<file path="src/logic/fe_consts.svh">
/*
  fetch front end constants
  widths of addresses, instructions and fetch blocks, plus pc stepping
*/
`ifndef FE_CONSTS_SVH
`define FE_CONSTS_SVH

// sv39 virtual address
`define FE_VADDR_WIDTH 39

// one rv32/rv64 instruction
`define FE_INSTR_WIDTH 32

// dual-issue fetch block, slot 1 in the low half
`define FE_FETCH_WIDTH 64

// sequential step covers both slots
`define FE_PC_STEP 8
`define FE_SLOT_OFFSET 4

// back-end command opcode field
`define FE_CMD_OP_WIDTH 2

`endif

</file>
<file path="src/logic/fe_pkg.sv">
/*
  fetch front end types
  back-end command, fsm state and front-end queue message formats
*/
`default_nettype none
`include "fe_consts.svh"

package fe_pkg;

  // commands the back end may send
  typedef enum logic [`FE_CMD_OP_WIDTH-1:0] {
    e_op_pc_redirect = 2'd0,
    e_op_state_reset = 2'd1,
    e_op_wait        = 2'd2
  } fe_cmd_op_e;

  typedef struct packed {
    fe_cmd_op_e                  opcode;
    logic [`FE_VADDR_WIDTH-1:0]  vaddr;
  } fe_cmd_s;

  // wait: idle, run: fetching, stall: waiting to replay the resume pc
  typedef enum logic [1:0] {
    e_wait  = 2'd0,
    e_run   = 2'd1,
    e_stall = 2'd2
  } fe_state_e;

  typedef enum logic {
    e_fe_fetch     = 1'b0,
    e_fe_exception = 1'b1
  } fe_msg_type_e;

  // listed in priority order
  typedef enum logic [1:0] {
    e_instr_misaligned   = 2'd0,
    e_instr_access_fault = 2'd1,
    e_icache_miss        = 2'd2
  } fe_exc_code_e;

  typedef struct packed {
    fe_msg_type_e                msg_type;
    logic [`FE_VADDR_WIDTH-1:0]  pc;
    logic [`FE_INSTR_WIDTH-1:0]  instr;
    fe_exc_code_e                exc_code;
  } fe_queue_msg_s;

endpackage

`default_nettype wire

</file>
<file path="src/logic/fe_instr_scan.sv">
/*
  instruction scan
  flags control-flow instructions so the second slot can be dropped
*/
`default_nettype none
`include "fe_consts.svh"

module fe_instr_scan
  (
    input  logic [`FE_INSTR_WIDTH-1:0] instr_i,
    output logic                       ctrl_flow_o
  );

  // rv major opcodes for control transfers
  localparam logic [6:0] op_branch = 7'b1100011;
  localparam logic [6:0] op_jal    = 7'b1101111;
  localparam logic [6:0] op_jalr   = 7'b1100111;

  logic is_branch;
  logic is_jal;
  logic is_jalr;

  assign is_branch = (instr_i[6:0] == op_branch);
  assign is_jal    = (instr_i[6:0] == op_jal);
  // jalr is only defined with funct3 zero
  assign is_jalr   = (instr_i[6:0] == op_jalr) & (instr_i[14:12] == 3'b000);

  assign ctrl_flow_o = is_branch | is_jal | is_jalr;

endmodule

`default_nettype wire

</file>
<file path="src/logic/fe_pc_gen.sv">
/*
  pc generator
  holds the IF1 pc, steps by a whole fetch block or takes a redirect
*/
`default_nettype none
`include "fe_consts.svh"

module fe_pc_gen
  (
    input  logic                       clk_i,
    input  logic                       reset_i,
    input  logic                       redirect_v_i,
    input  logic [`FE_VADDR_WIDTH-1:0] redirect_pc_i,
    input  logic                       advance_i,
    output logic [`FE_VADDR_WIDTH-1:0] pc_o
  );

  localparam logic [`FE_VADDR_WIDTH-1:0] pc_step = `FE_PC_STEP;

  logic [`FE_VADDR_WIDTH-1:0] pc_r;
  logic [`FE_VADDR_WIDTH-1:0] pc_seq;

  // no prediction, next block is always pc + 8
  assign pc_seq = pc_r + pc_step;

  always_ff @(posedge clk_i)
  begin
    if (reset_i)
    begin
      pc_r <= '0;
    end
    // a redirect beats a same-cycle advance
    else if (redirect_v_i)
    begin
      pc_r <= redirect_pc_i;
    end
    else if (advance_i)
    begin
      pc_r <= pc_seq;
    end
  end

  assign pc_o = pc_r;

endmodule

`default_nettype wire

</file>
<file path="src/logic/fe_fetch_ctrl.sv">
/*
  fetch control
  command decode, wait/run/stall fsm, stage valids and the resume pc
*/
`default_nettype none
`include "fe_consts.svh"

module fe_fetch_ctrl
  (
    input  logic                       clk_i,
    input  logic                       reset_i,
    input  fe_pkg::fe_cmd_s            fe_cmd_i,
    input  logic                       fe_cmd_v_i,
    output logic                       fe_cmd_yumi_o,
    input  logic                       fe_queue_ready_i,
    input  logic [`FE_VADDR_WIDTH-1:0] if2_pc_i,
    input  logic                       if2_exception_i,
    output logic                       redirect_v_o,
    output logic [`FE_VADDR_WIDTH-1:0] redirect_pc_o,
    output logic                       advance_o,
    output logic                       imem_req_v_o,
    output logic                       if2_v_o,
    output logic                       deliver_o
  );

  fe_pkg::fe_state_e state_r;
  fe_pkg::fe_state_e state_n;
  logic v_if1_r;
  logic v_if2_r;
  logic [`FE_VADDR_WIDTH-1:0] resume_r;
  logic redirect_cmd;
  logic state_reset_cmd;
  logic wait_cmd;
  logic fetch_fail;
  logic exc_deliver;
  logic stall;
  logic unstall;
  logic squash;

  // command decode, every command is taken the cycle it shows up
  assign redirect_cmd    = fe_cmd_v_i & (fe_cmd_i.opcode == fe_pkg::e_op_pc_redirect);
  assign state_reset_cmd = fe_cmd_v_i & (fe_cmd_i.opcode == fe_pkg::e_op_state_reset);
  assign wait_cmd        = fe_cmd_v_i & (fe_cmd_i.opcode == fe_pkg::e_op_wait);
  assign fe_cmd_yumi_o   = fe_cmd_v_i;

  // a command in flight kills the IF2 output
  assign deliver_o   = v_if2_r & fe_queue_ready_i & ~fe_cmd_v_i;
  assign fetch_fail  = v_if2_r & ~deliver_o;
  assign exc_deliver = deliver_o & if2_exception_i;
  assign stall       = fetch_fail | state_reset_cmd;
  // replay once the queue can take messages again
  assign unstall = (state_r == fe_pkg::e_stall) & fe_queue_ready_i & ~fe_cmd_v_i;
  // anything that changes flow throws away the fetch sitting in IF1
  assign squash = fe_cmd_v_i | fetch_fail | exc_deliver;

  always_comb
  begin
    state_n = state_r;
    if (redirect_cmd)
      state_n = fe_pkg::e_run;
    else if (wait_cmd)
      state_n = fe_pkg::e_wait;
    else if (stall)
      state_n = fe_pkg::e_stall;
    else if ((state_r == fe_pkg::e_run) & exc_deliver)
      // hold off until the back end steers us somewhere
      state_n = fe_pkg::e_wait;
    else if (unstall)
      state_n = fe_pkg::e_run;
  end

  always_ff @(posedge clk_i)
  begin
    if (reset_i)
    begin
      state_r <= fe_pkg::e_wait;
      v_if1_r <= 1'b0;
      v_if2_r <= 1'b0;
    end
    else
    begin
      state_r <= state_n;
      v_if1_r <= (state_n == fe_pkg::e_run);
      v_if2_r <= v_if1_r & ~squash;
    end
  end

  // resume pc, command target first, else track IF2 while running
  always_ff @(posedge clk_i)
  begin
    if (redirect_cmd | state_reset_cmd)
      resume_r <= fe_cmd_i.vaddr;
    else if ((state_r == fe_pkg::e_run) & v_if2_r)
      resume_r <= if2_pc_i;
  end

  assign redirect_v_o  = redirect_cmd | unstall;
  assign redirect_pc_o = redirect_cmd ? fe_cmd_i.vaddr : resume_r;

  // every IF1 cycle issues a request and moves the pc on
  assign imem_req_v_o = v_if1_r;
  assign advance_o    = v_if1_r;
  assign if2_v_o      = v_if2_r;

endmodule

`default_nettype wire

</file>
<file path="src/logic/fe_queue_pack.sv">
/*
  IF2 stage and queue message packing
  captures the IF1 pc, ranks exceptions and forms both slot messages
*/
`default_nettype none
`include "fe_consts.svh"

module fe_queue_pack
  (
    input  logic                       clk_i,
    input  logic                       reset_i,
    input  logic [`FE_VADDR_WIDTH-1:0] if1_pc_i,
    input  logic                       imem_req_v_i,
    input  logic                       if2_v_i,
    input  logic                       deliver_i,
    input  logic [`FE_FETCH_WIDTH-1:0] imem_data_i,
    input  logic                       imem_data_v_i,
    input  logic                       imem_fault_i,
    output logic [`FE_VADDR_WIDTH-1:0] if2_pc_o,
    output logic                       if2_exception_o,
    output fe_pkg::fe_queue_msg_s      fe_queue1_o,
    output fe_pkg::fe_queue_msg_s      fe_queue2_o,
    output logic                       fe_queue1_v_o,
    output logic                       fe_queue2_v_o
  );

  localparam logic [`FE_VADDR_WIDTH-1:0] slot_offset = `FE_SLOT_OFFSET;

  logic [`FE_VADDR_WIDTH-1:0] if2_pc_r;
  logic misaligned_r;
  logic [`FE_INSTR_WIDTH-1:0] instr_lo;
  logic [`FE_INSTR_WIDTH-1:0] instr_hi;
  logic slot1_ctrl_flow;
  logic exc_any;
  fe_pkg::fe_exc_code_e exc_code;

  // pc follows the request into IF2, misalignment is known up front
  always_ff @(posedge clk_i)
  begin
    if (reset_i)
    begin
      if2_pc_r     <= '0;
      misaligned_r <= 1'b0;
    end
    else if (imem_req_v_i)
    begin
      if2_pc_r     <= if1_pc_i;
      misaligned_r <= |if1_pc_i[1:0];
    end
  end

  assign instr_lo = imem_data_i[`FE_INSTR_WIDTH-1:0];
  assign instr_hi = imem_data_i[`FE_FETCH_WIDTH-1:`FE_INSTR_WIDTH];

  fe_instr_scan i_scan
    (
      .instr_i     (instr_lo),
      .ctrl_flow_o (slot1_ctrl_flow)
    );

  // missing data counts as an icache miss
  assign exc_any         = misaligned_r | imem_fault_i | ~imem_data_v_i;
  assign if2_exception_o = if2_v_i & exc_any;

  always_comb
  begin
    if (misaligned_r)
      exc_code = fe_pkg::e_instr_misaligned;
    else if (imem_fault_i)
      exc_code = fe_pkg::e_instr_access_fault;
    else
      exc_code = fe_pkg::e_icache_miss;
  end

  always_comb
  begin
    fe_queue1_o       = '0;
    fe_queue1_o.pc    = if2_pc_r;
    fe_queue2_o       = '0;
    fe_queue2_o.msg_type = fe_pkg::e_fe_fetch;
    fe_queue2_o.pc    = if2_pc_r + slot_offset;
    fe_queue2_o.instr = instr_hi;
    if (exc_any)
    begin
      // exception rides on slot 1, no instruction
      fe_queue1_o.msg_type = fe_pkg::e_fe_exception;
      fe_queue1_o.exc_code = exc_code;
    end
    else
    begin
      fe_queue1_o.msg_type = fe_pkg::e_fe_fetch;
      fe_queue1_o.instr    = instr_lo;
    end
  end

  assign fe_queue1_v_o = deliver_i;
  // slot 2 sits in the shadow of a control transfer in slot 1
  assign fe_queue2_v_o = deliver_i & ~exc_any & ~slot1_ctrl_flow;
  assign if2_pc_o      = if2_pc_r;

endmodule

`default_nettype wire

</file>
<file path="src/logic/fe_top.sv">
/*
  dual-issue fetch front end
  pc generation, fetch control and queue packing around an external imem
*/
`default_nettype none
`include "fe_consts.svh"

module fe_top
  (
    input  logic                       clk_i,
    input  logic                       reset_i,
    input  fe_pkg::fe_cmd_s            fe_cmd_i,
    input  logic                       fe_cmd_v_i,
    output logic                       fe_cmd_yumi_o,
    output logic                       imem_req_v_o,
    output logic [`FE_VADDR_WIDTH-1:0] imem_req_pc_o,
    input  logic [`FE_FETCH_WIDTH-1:0] imem_data_i,
    input  logic                       imem_data_v_i,
    input  logic                       imem_fault_i,
    output fe_pkg::fe_queue_msg_s      fe_queue1_o,
    output fe_pkg::fe_queue_msg_s      fe_queue2_o,
    output logic                       fe_queue1_v_o,
    output logic                       fe_queue2_v_o,
    input  logic                       fe_queue_ready_i
  );

  logic [`FE_VADDR_WIDTH-1:0] if1_pc;
  logic [`FE_VADDR_WIDTH-1:0] if2_pc;
  logic [`FE_VADDR_WIDTH-1:0] redirect_pc;
  logic redirect_v;
  logic advance;
  logic req_v;
  logic if2_v;
  logic if2_exception;
  logic deliver;

  fe_pc_gen i_pc_gen
    (
      .clk_i         (clk_i),
      .reset_i       (reset_i),
      .redirect_v_i  (redirect_v),
      .redirect_pc_i (redirect_pc),
      .advance_i     (advance),
      .pc_o          (if1_pc)
    );

  fe_fetch_ctrl i_fetch_ctrl
    (
      .clk_i            (clk_i),
      .reset_i          (reset_i),
      .fe_cmd_i         (fe_cmd_i),
      .fe_cmd_v_i       (fe_cmd_v_i),
      .fe_cmd_yumi_o    (fe_cmd_yumi_o),
      .fe_queue_ready_i (fe_queue_ready_i),
      .if2_pc_i         (if2_pc),
      .if2_exception_i  (if2_exception),
      .redirect_v_o     (redirect_v),
      .redirect_pc_o    (redirect_pc),
      .advance_o        (advance),
      .imem_req_v_o     (req_v),
      .if2_v_o          (if2_v),
      .deliver_o        (deliver)
    );

  fe_queue_pack i_queue_pack
    (
      .clk_i           (clk_i),
      .reset_i         (reset_i),
      .if1_pc_i        (if1_pc),
      .imem_req_v_i    (req_v),
      .if2_v_i         (if2_v),
      .deliver_i       (deliver),
      .imem_data_i     (imem_data_i),
      .imem_data_v_i   (imem_data_v_i),
      .imem_fault_i    (imem_fault_i),
      .if2_pc_o        (if2_pc),
      .if2_exception_o (if2_exception),
      .fe_queue1_o     (fe_queue1_o),
      .fe_queue2_o     (fe_queue2_o),
      .fe_queue1_v_o   (fe_queue1_v_o),
      .fe_queue2_v_o   (fe_queue2_v_o)
    );

  // IF1 pc goes straight out with the request
  assign imem_req_v_o  = req_v;
  assign imem_req_pc_o = if1_pc;

endmodule

`default_nettype wire

</file>
<file path="config.mk">
export PLATFORM = sky130hd
export DESIGN_NAME = fe_top
export DESIGN_NICKNAME = d
export VERILOG_FILES = /design/src/logic/fe_pkg.sv /design/src/logic/fe_instr_scan.sv /design/src/logic/fe_pc_gen.sv /design/src/logic/fe_fetch_ctrl.sv /design/src/logic/fe_queue_pack.sv /design/src/logic/fe_top.sv
export VERILOG_INCLUDE_DIRS = /design/src /design/src/logic
export SDC_FILE = /design/constraint.sdc
export NUM_CORES = 1
export LEC_CHECK = 0
export BUFFER_PORTS_ARGS = -buffer_cell sky130_fd_sc_hd__buf_2
export CAP_MARGIN = 20
export CORE_ASPECT_RATIO = 0.7
export CORE_MARGIN = 5
export CORE_UTILIZATION = 44
export CTS_CLUSTER_DIAMETER = 60
export DETAILED_ROUTE_END_ITERATION = 8
export GPL_TIMING_DRIVEN = 0
export HOLD_SLACK_MARGIN = 0.03
export PLACE_DENSITY = 0.78
export SLEW_MARGIN = 20
export SYNTH_ARGS = -nofsm -noshare
export SYNTH_HDL_FRONTEND = slang
export SYNTH_SLANG_ARGS = --single-unit
</file>
<file path="constraint.sdc">
create_clock -name clk_i -period 1.63 [get_ports clk_i]
set_input_delay 0.0815 -clock clk_i [delete_from_list [all_inputs] [get_ports clk_i]]
set_output_delay 0.0815 -clock clk_i [all_outputs]
set_load 0.005 [all_outputs]
</file>
-- Word-level counts from Yosys, hierarchy flattened
Cells that the tools add are included.
- word-level logic and storage cells: 68
- bits in writable memories: 0
- register bits: 122
- memories: 0
- ROM bits: 0
- latch bits: 0
- muxes and demuxes: 15
- $mul: 0
- order comparisons: 0
- add/sub/neg operators: 2
- eq/ne operators: 8
- divide/modulo/power cells: 0
- bitwise operators: 31
- reductions and logical operators: 5
- shift operators: 0
- operator list (operator ; number):
    39-bit two-way mux ; 5
    39-bit by 3-bit adder with 39-bit output (second input constant) ; 1
    39-bit by 4-bit adder with 39-bit output (second input constant) ; 1
    32-bit two-way mux ; 1
    7-bit equality test (second input constant) ; 3
    1-bit AND ; 16
    2-bit two-way mux ; 8
    1-bit OR ; 9
    2-bit by 1-bit equality test with 1-bit output (second input constant) ; 3
    1-bit NOT ; 6
    2-bit equality test (second input constant) ; 2
    2-bit nonzero test ; 2
    3-bit zero test ; 1
    2-bit zero test ; 1
    2-bit OR reduction ; 1
    1-bit two-way mux ; 1

-- Longest topological paths before layout
- depth after elaboration: 10
- mapped depth: 7
- mapped depth without buffers: 6

-- Modules after synthesis
Synthesis repeated with hierarchy kept, for this count alone.
- cell total of the unflattened synthesis: 837
- area, all modules: 7853.8 um^2
- by module, submodules not included (module ; sequential area each (um^2) ; instances ; cells an instance ; area each (um^2)):
    fe_queue_pack ; 800.8 ; 1 ; 354 ; 2964.1
    fe_pc_gen ; 780.7 ; 1 ; 320 ; 2466.1
    fe_fetch_ctrl ; 1251.2 ; 1 ; 158 ; 2384.8
    fe_instr_scan ; 0.0 ; 1 ; 5 ; 38.8

-- Worst setup path before layout
OpenSTA, ideal clock, no wires.
- kind: register -> register
- from: register i_pc_gen.pc_r[11], in the netlist i_pc_gen.pc_o[11]
- to: register i_pc_gen.pc_r[18], in the netlist i_pc_gen.pc_o[18]
- cell stages (with the launch flop): 7
- setup slack: -0.113 ns
- path buffers: 1
- data required time: 1.544 ns
- arrival time: 1.657 ns
- cell sequence: dfxtp_1 > nand4_4 > nor4_4 > buf_6 > nand3_2 > a221o_1 > a221oi_2
- word-level cells in the longest chain between the ends: 3
- RTL lines (what ; RTL line ; source):
    start: declaration ; fe_pc_gen.sv:20 ; logic [`FE_VADDR_WIDTH-1:0] pc_r;
    start signal: assignment ; fe_pc_gen.sv:35 ; pc_r <= redirect_pc_i;
    start signal: assignment ; fe_pc_gen.sv:39 ; pc_r <= pc_seq;
    39-bit by 4-bit adder with 39-bit output ; fe_pc_gen.sv:24 ; assign pc_seq = pc_r + pc_step;
    39-bit two-way mux ; fe_pc_gen.sv:37 ; else if (advance_i)
    39-bit two-way mux ; fe_pc_gen.sv:33 ; else if (redirect_v_i)
Every way passes these cells. The select of a mux whose other input is x is not followed.
A chain may end at the register's enable or synchronous reset.

==> results.ini <==
[status]
status=complete, but fails checks
violations=setup timing

[sta]
period_minus_slack_ps=2110
drv_slew=0
whs_ps=46.0
max_freq_mhz=474
rsz0062_at_grt=yes
slew_headroom=0.428
hold_viol_final=0
setup_tns_ps=-14490
worstMarginPinSlew_ps=859
layout_worst_path_cycle_share=1.30
fin_worst_skew_ps=7.06
setup_viol=59
fin_ws_ps=-482

[clock_network]
cts_made_buffers=17
path_clk_slew_ps=50
htree_num_levels=4
cts_num_sinks=122
clk_latency_ps=420
cts_tree=yes
clockRootBuffer=clkbuf_16
clk_path_buf_depth=2

[setup_path]
worstRegToRegCells=8
worstPathMaxFanout=6
endpoint_kind=primary output
critPathArrivalTime_ps=2030
rrSetupSlack_ps=-270
setup.worst_path.class=reg -> out
required_ps=1550
critPathLaunchType=flip-flop
r2r_end=i_pc_gen.pc_o[19]
timing.rr.start=i_pc_gen.pc_o[4]

[placed_design]
port_buffers=265
place_inst=1190
dp.final_hpwl_um=19300
place_worst_setup_slack_ps=-622
place.gp.congestion=0.964

[finish]
final_common_cell=buf_2
layout_common_cells=buf_2 (266), buf_4 (114), nor2_1 (54)
syn_to_final_growth_pct=60.7
stdcell_count=1351
drive_gt1_frac=0.559
diodes=0
nets=1251
final_core_util=0.719

[floorplan]
die_area_mm2=0.0184
core_mm2=0.0155
die_w_um=160
io-pin-count=302
row_count=38
die_h_um=115
start_util=0.447

[synth]
synth-async-reset-ratio=0
ys_ff_latch=122
avgSynthCellArea_um2=9.59
synth_area_mm2=0.00694
synth_ff_type=dfxtp_1
synth_cells=723
synth-edff-count=39
ys_seq_area_frac=0.408
ys_warn_count=0
ys_types=57

[grt]
grt_max_degree=21
grt_util_met1=0.409
use_met3=0.0831
grt_pass1_vias=7450
use_met2=0.465
grt_pass1_wl_um=42900
antenna_found_initial=0
grt.overflow.total=0
busiest_layer=met2
track_usage=0.298

[worst_hold_path]
min_from=fe_cmd_i[27]
min_to=i_fetch_ctrl.resume_r[27]
min_delay_path_depth=2
hp-class=in -> reg

[pwr]
leakage_uw=0.00517
power_density_mw_per_mm2=744
ir_worst_vdd_mv=0.567

[detailed_routing]
wl_per_cell_um=22.6
routed_wl_um=30500
first_iter_violations=947
route.vias.total=7905
vias_per_cell=5.85
drtAntennaViolNets=0
drt_pass1_iterations=6
drc=0

[run]
drv_cap=0

==> worst max-delay path by stage <==
| stage | slack, ps | start | endpoint |
|---|---|---|---|
| floorplan | -60 | i_pc_gen.pc_o[6] | i_pc_gen.pc_o[18] |
| global placement | -570 | fe_cmd_v_i | i_fetch_ctrl.resume_r[12] |
| detailed placement | -620 | fe_cmd_v_i | i_fetch_ctrl.resume_r[24] |
| CTS | -520 | i_queue_pack.if2_pc_o[10] | fe_queue2_o[63] |
| global route | -610 | i_queue_pack.if2_pc_o[3] | fe_queue2_o[69] |
| finish | -480 | i_queue_pack.if2_pc_o[5] | fe_queue2_o[69] |
==> area by class of cell <==
class / count / area, um2
clock inverters: 12 / 149
repair buffers: 394 / 2500
multi-input cells: 510 / 4190
fillers: 1058 / 4350
inverters: 11 / 43.8
plain buffers: 82 / 582
well taps: 200 / 250
clock buffers: 20 / 447
flip-flops and latches: 122 / 2990
==> cell usage after synthesis, drive strengths merged, types with 3 or more instances <==
library cell | n | area [um2]
a211oi | 10 | 75.1
a21oi | 20 | 100
a221oi | 5 | 50.0
a22oi | 17 | 128
a311oi | 4 | 35.0
and2 | 4 | 25.0
and3 | 40 | 250
and4 | 7 | 61.3
buf | 46 | 338
clkbuf | 37 | 181
dfxtp | 83 | 1660
edfxtp | 39 | 1170
inv | 11 | 41.3
mux2 | 38 | 428
mux2i | 38 | 380
nand2 | 53 | 199
nand3 | 32 | 165
nand4 | 26 | 193
nand4b | 3 | 26.3
nor2 | 64 | 240
nor2b | 6 | 37.5
nor3 | 10 | 50.1
nor4 | 7 | 104
o21ai | 7 | 35.0
o22ai | 20 | 125
or3 | 3 | 18.8
xnor2 | 35 | 307
xor2 | 31 | 272
==> report_power, final <==
group,internal (uW),total [uW],switching [uW]
Sequential,3210,3340,126
Clock,2430,3840,1410
Combinational,558,1120,561
==> per-layer routing <==
layer  up-vias  part of all wire
met5         -            0.0018
met4         2             0.030
met3       106              0.11
met2       556              0.45
met1      3795              0.40
li1       3446                 -
==> flip-flops by register name, summed over array words and instances, names as in the netlist <==
name                       count
i_fetch_ctrl.resume_r         39
i_fetch_ctrl.advance_o         1
i_fetch_ctrl.if2_v_o           1
i_queue_pack.if2_pc_o         39
i_pc_gen.pc_o                 39
i_queue_pack.misaligned_r      1
i_fetch_ctrl.state_r           2
==> timing repair <==
item / CTS / global route
endpoints found under the hold margin: 61 / 0
pin swaps: 45 / 61
gates resized for setup: 139 / 114
setup buffers: 57 / 37
endpoints found under the setup margin: 174 / 122
hold buffers: 40 / 0
cloned: 2 / 1
==> metrics by stage <==
stage	cell area, um2	total power (uW)
3_3_place_gp	8580	4280
6_report	11100	8290
4_1_cts	10500	8160
3_5_place_dp	8580	4310
5_1_grt	11100	8510
2_1_floorplan	7010	3870
==> worst max-delay path: stages, from the launching register on <==
cell and delay, ps:
dfxtp_4 390, nand3_4 80, or2_4 300, nor4_4 300, buf_6 190, nand2_2 70
xnor2_2 140, buf_2 130
==> logic make-up after synthesis <==
group / after synthesis / share of synthesized area
other cells: 1 / 0.000541
xor+xnor: 66 / 0.0833
buf+inv: 94 / 0.0808
fa+ha+maj: 2 / 0.00361
flops: 122 / 0.408
simple gates: 266 / 0.211
compound gates: 96 / 0.0953
mux: 76 / 0.117
Note: power is estimated with default switching activity, not from simulation.
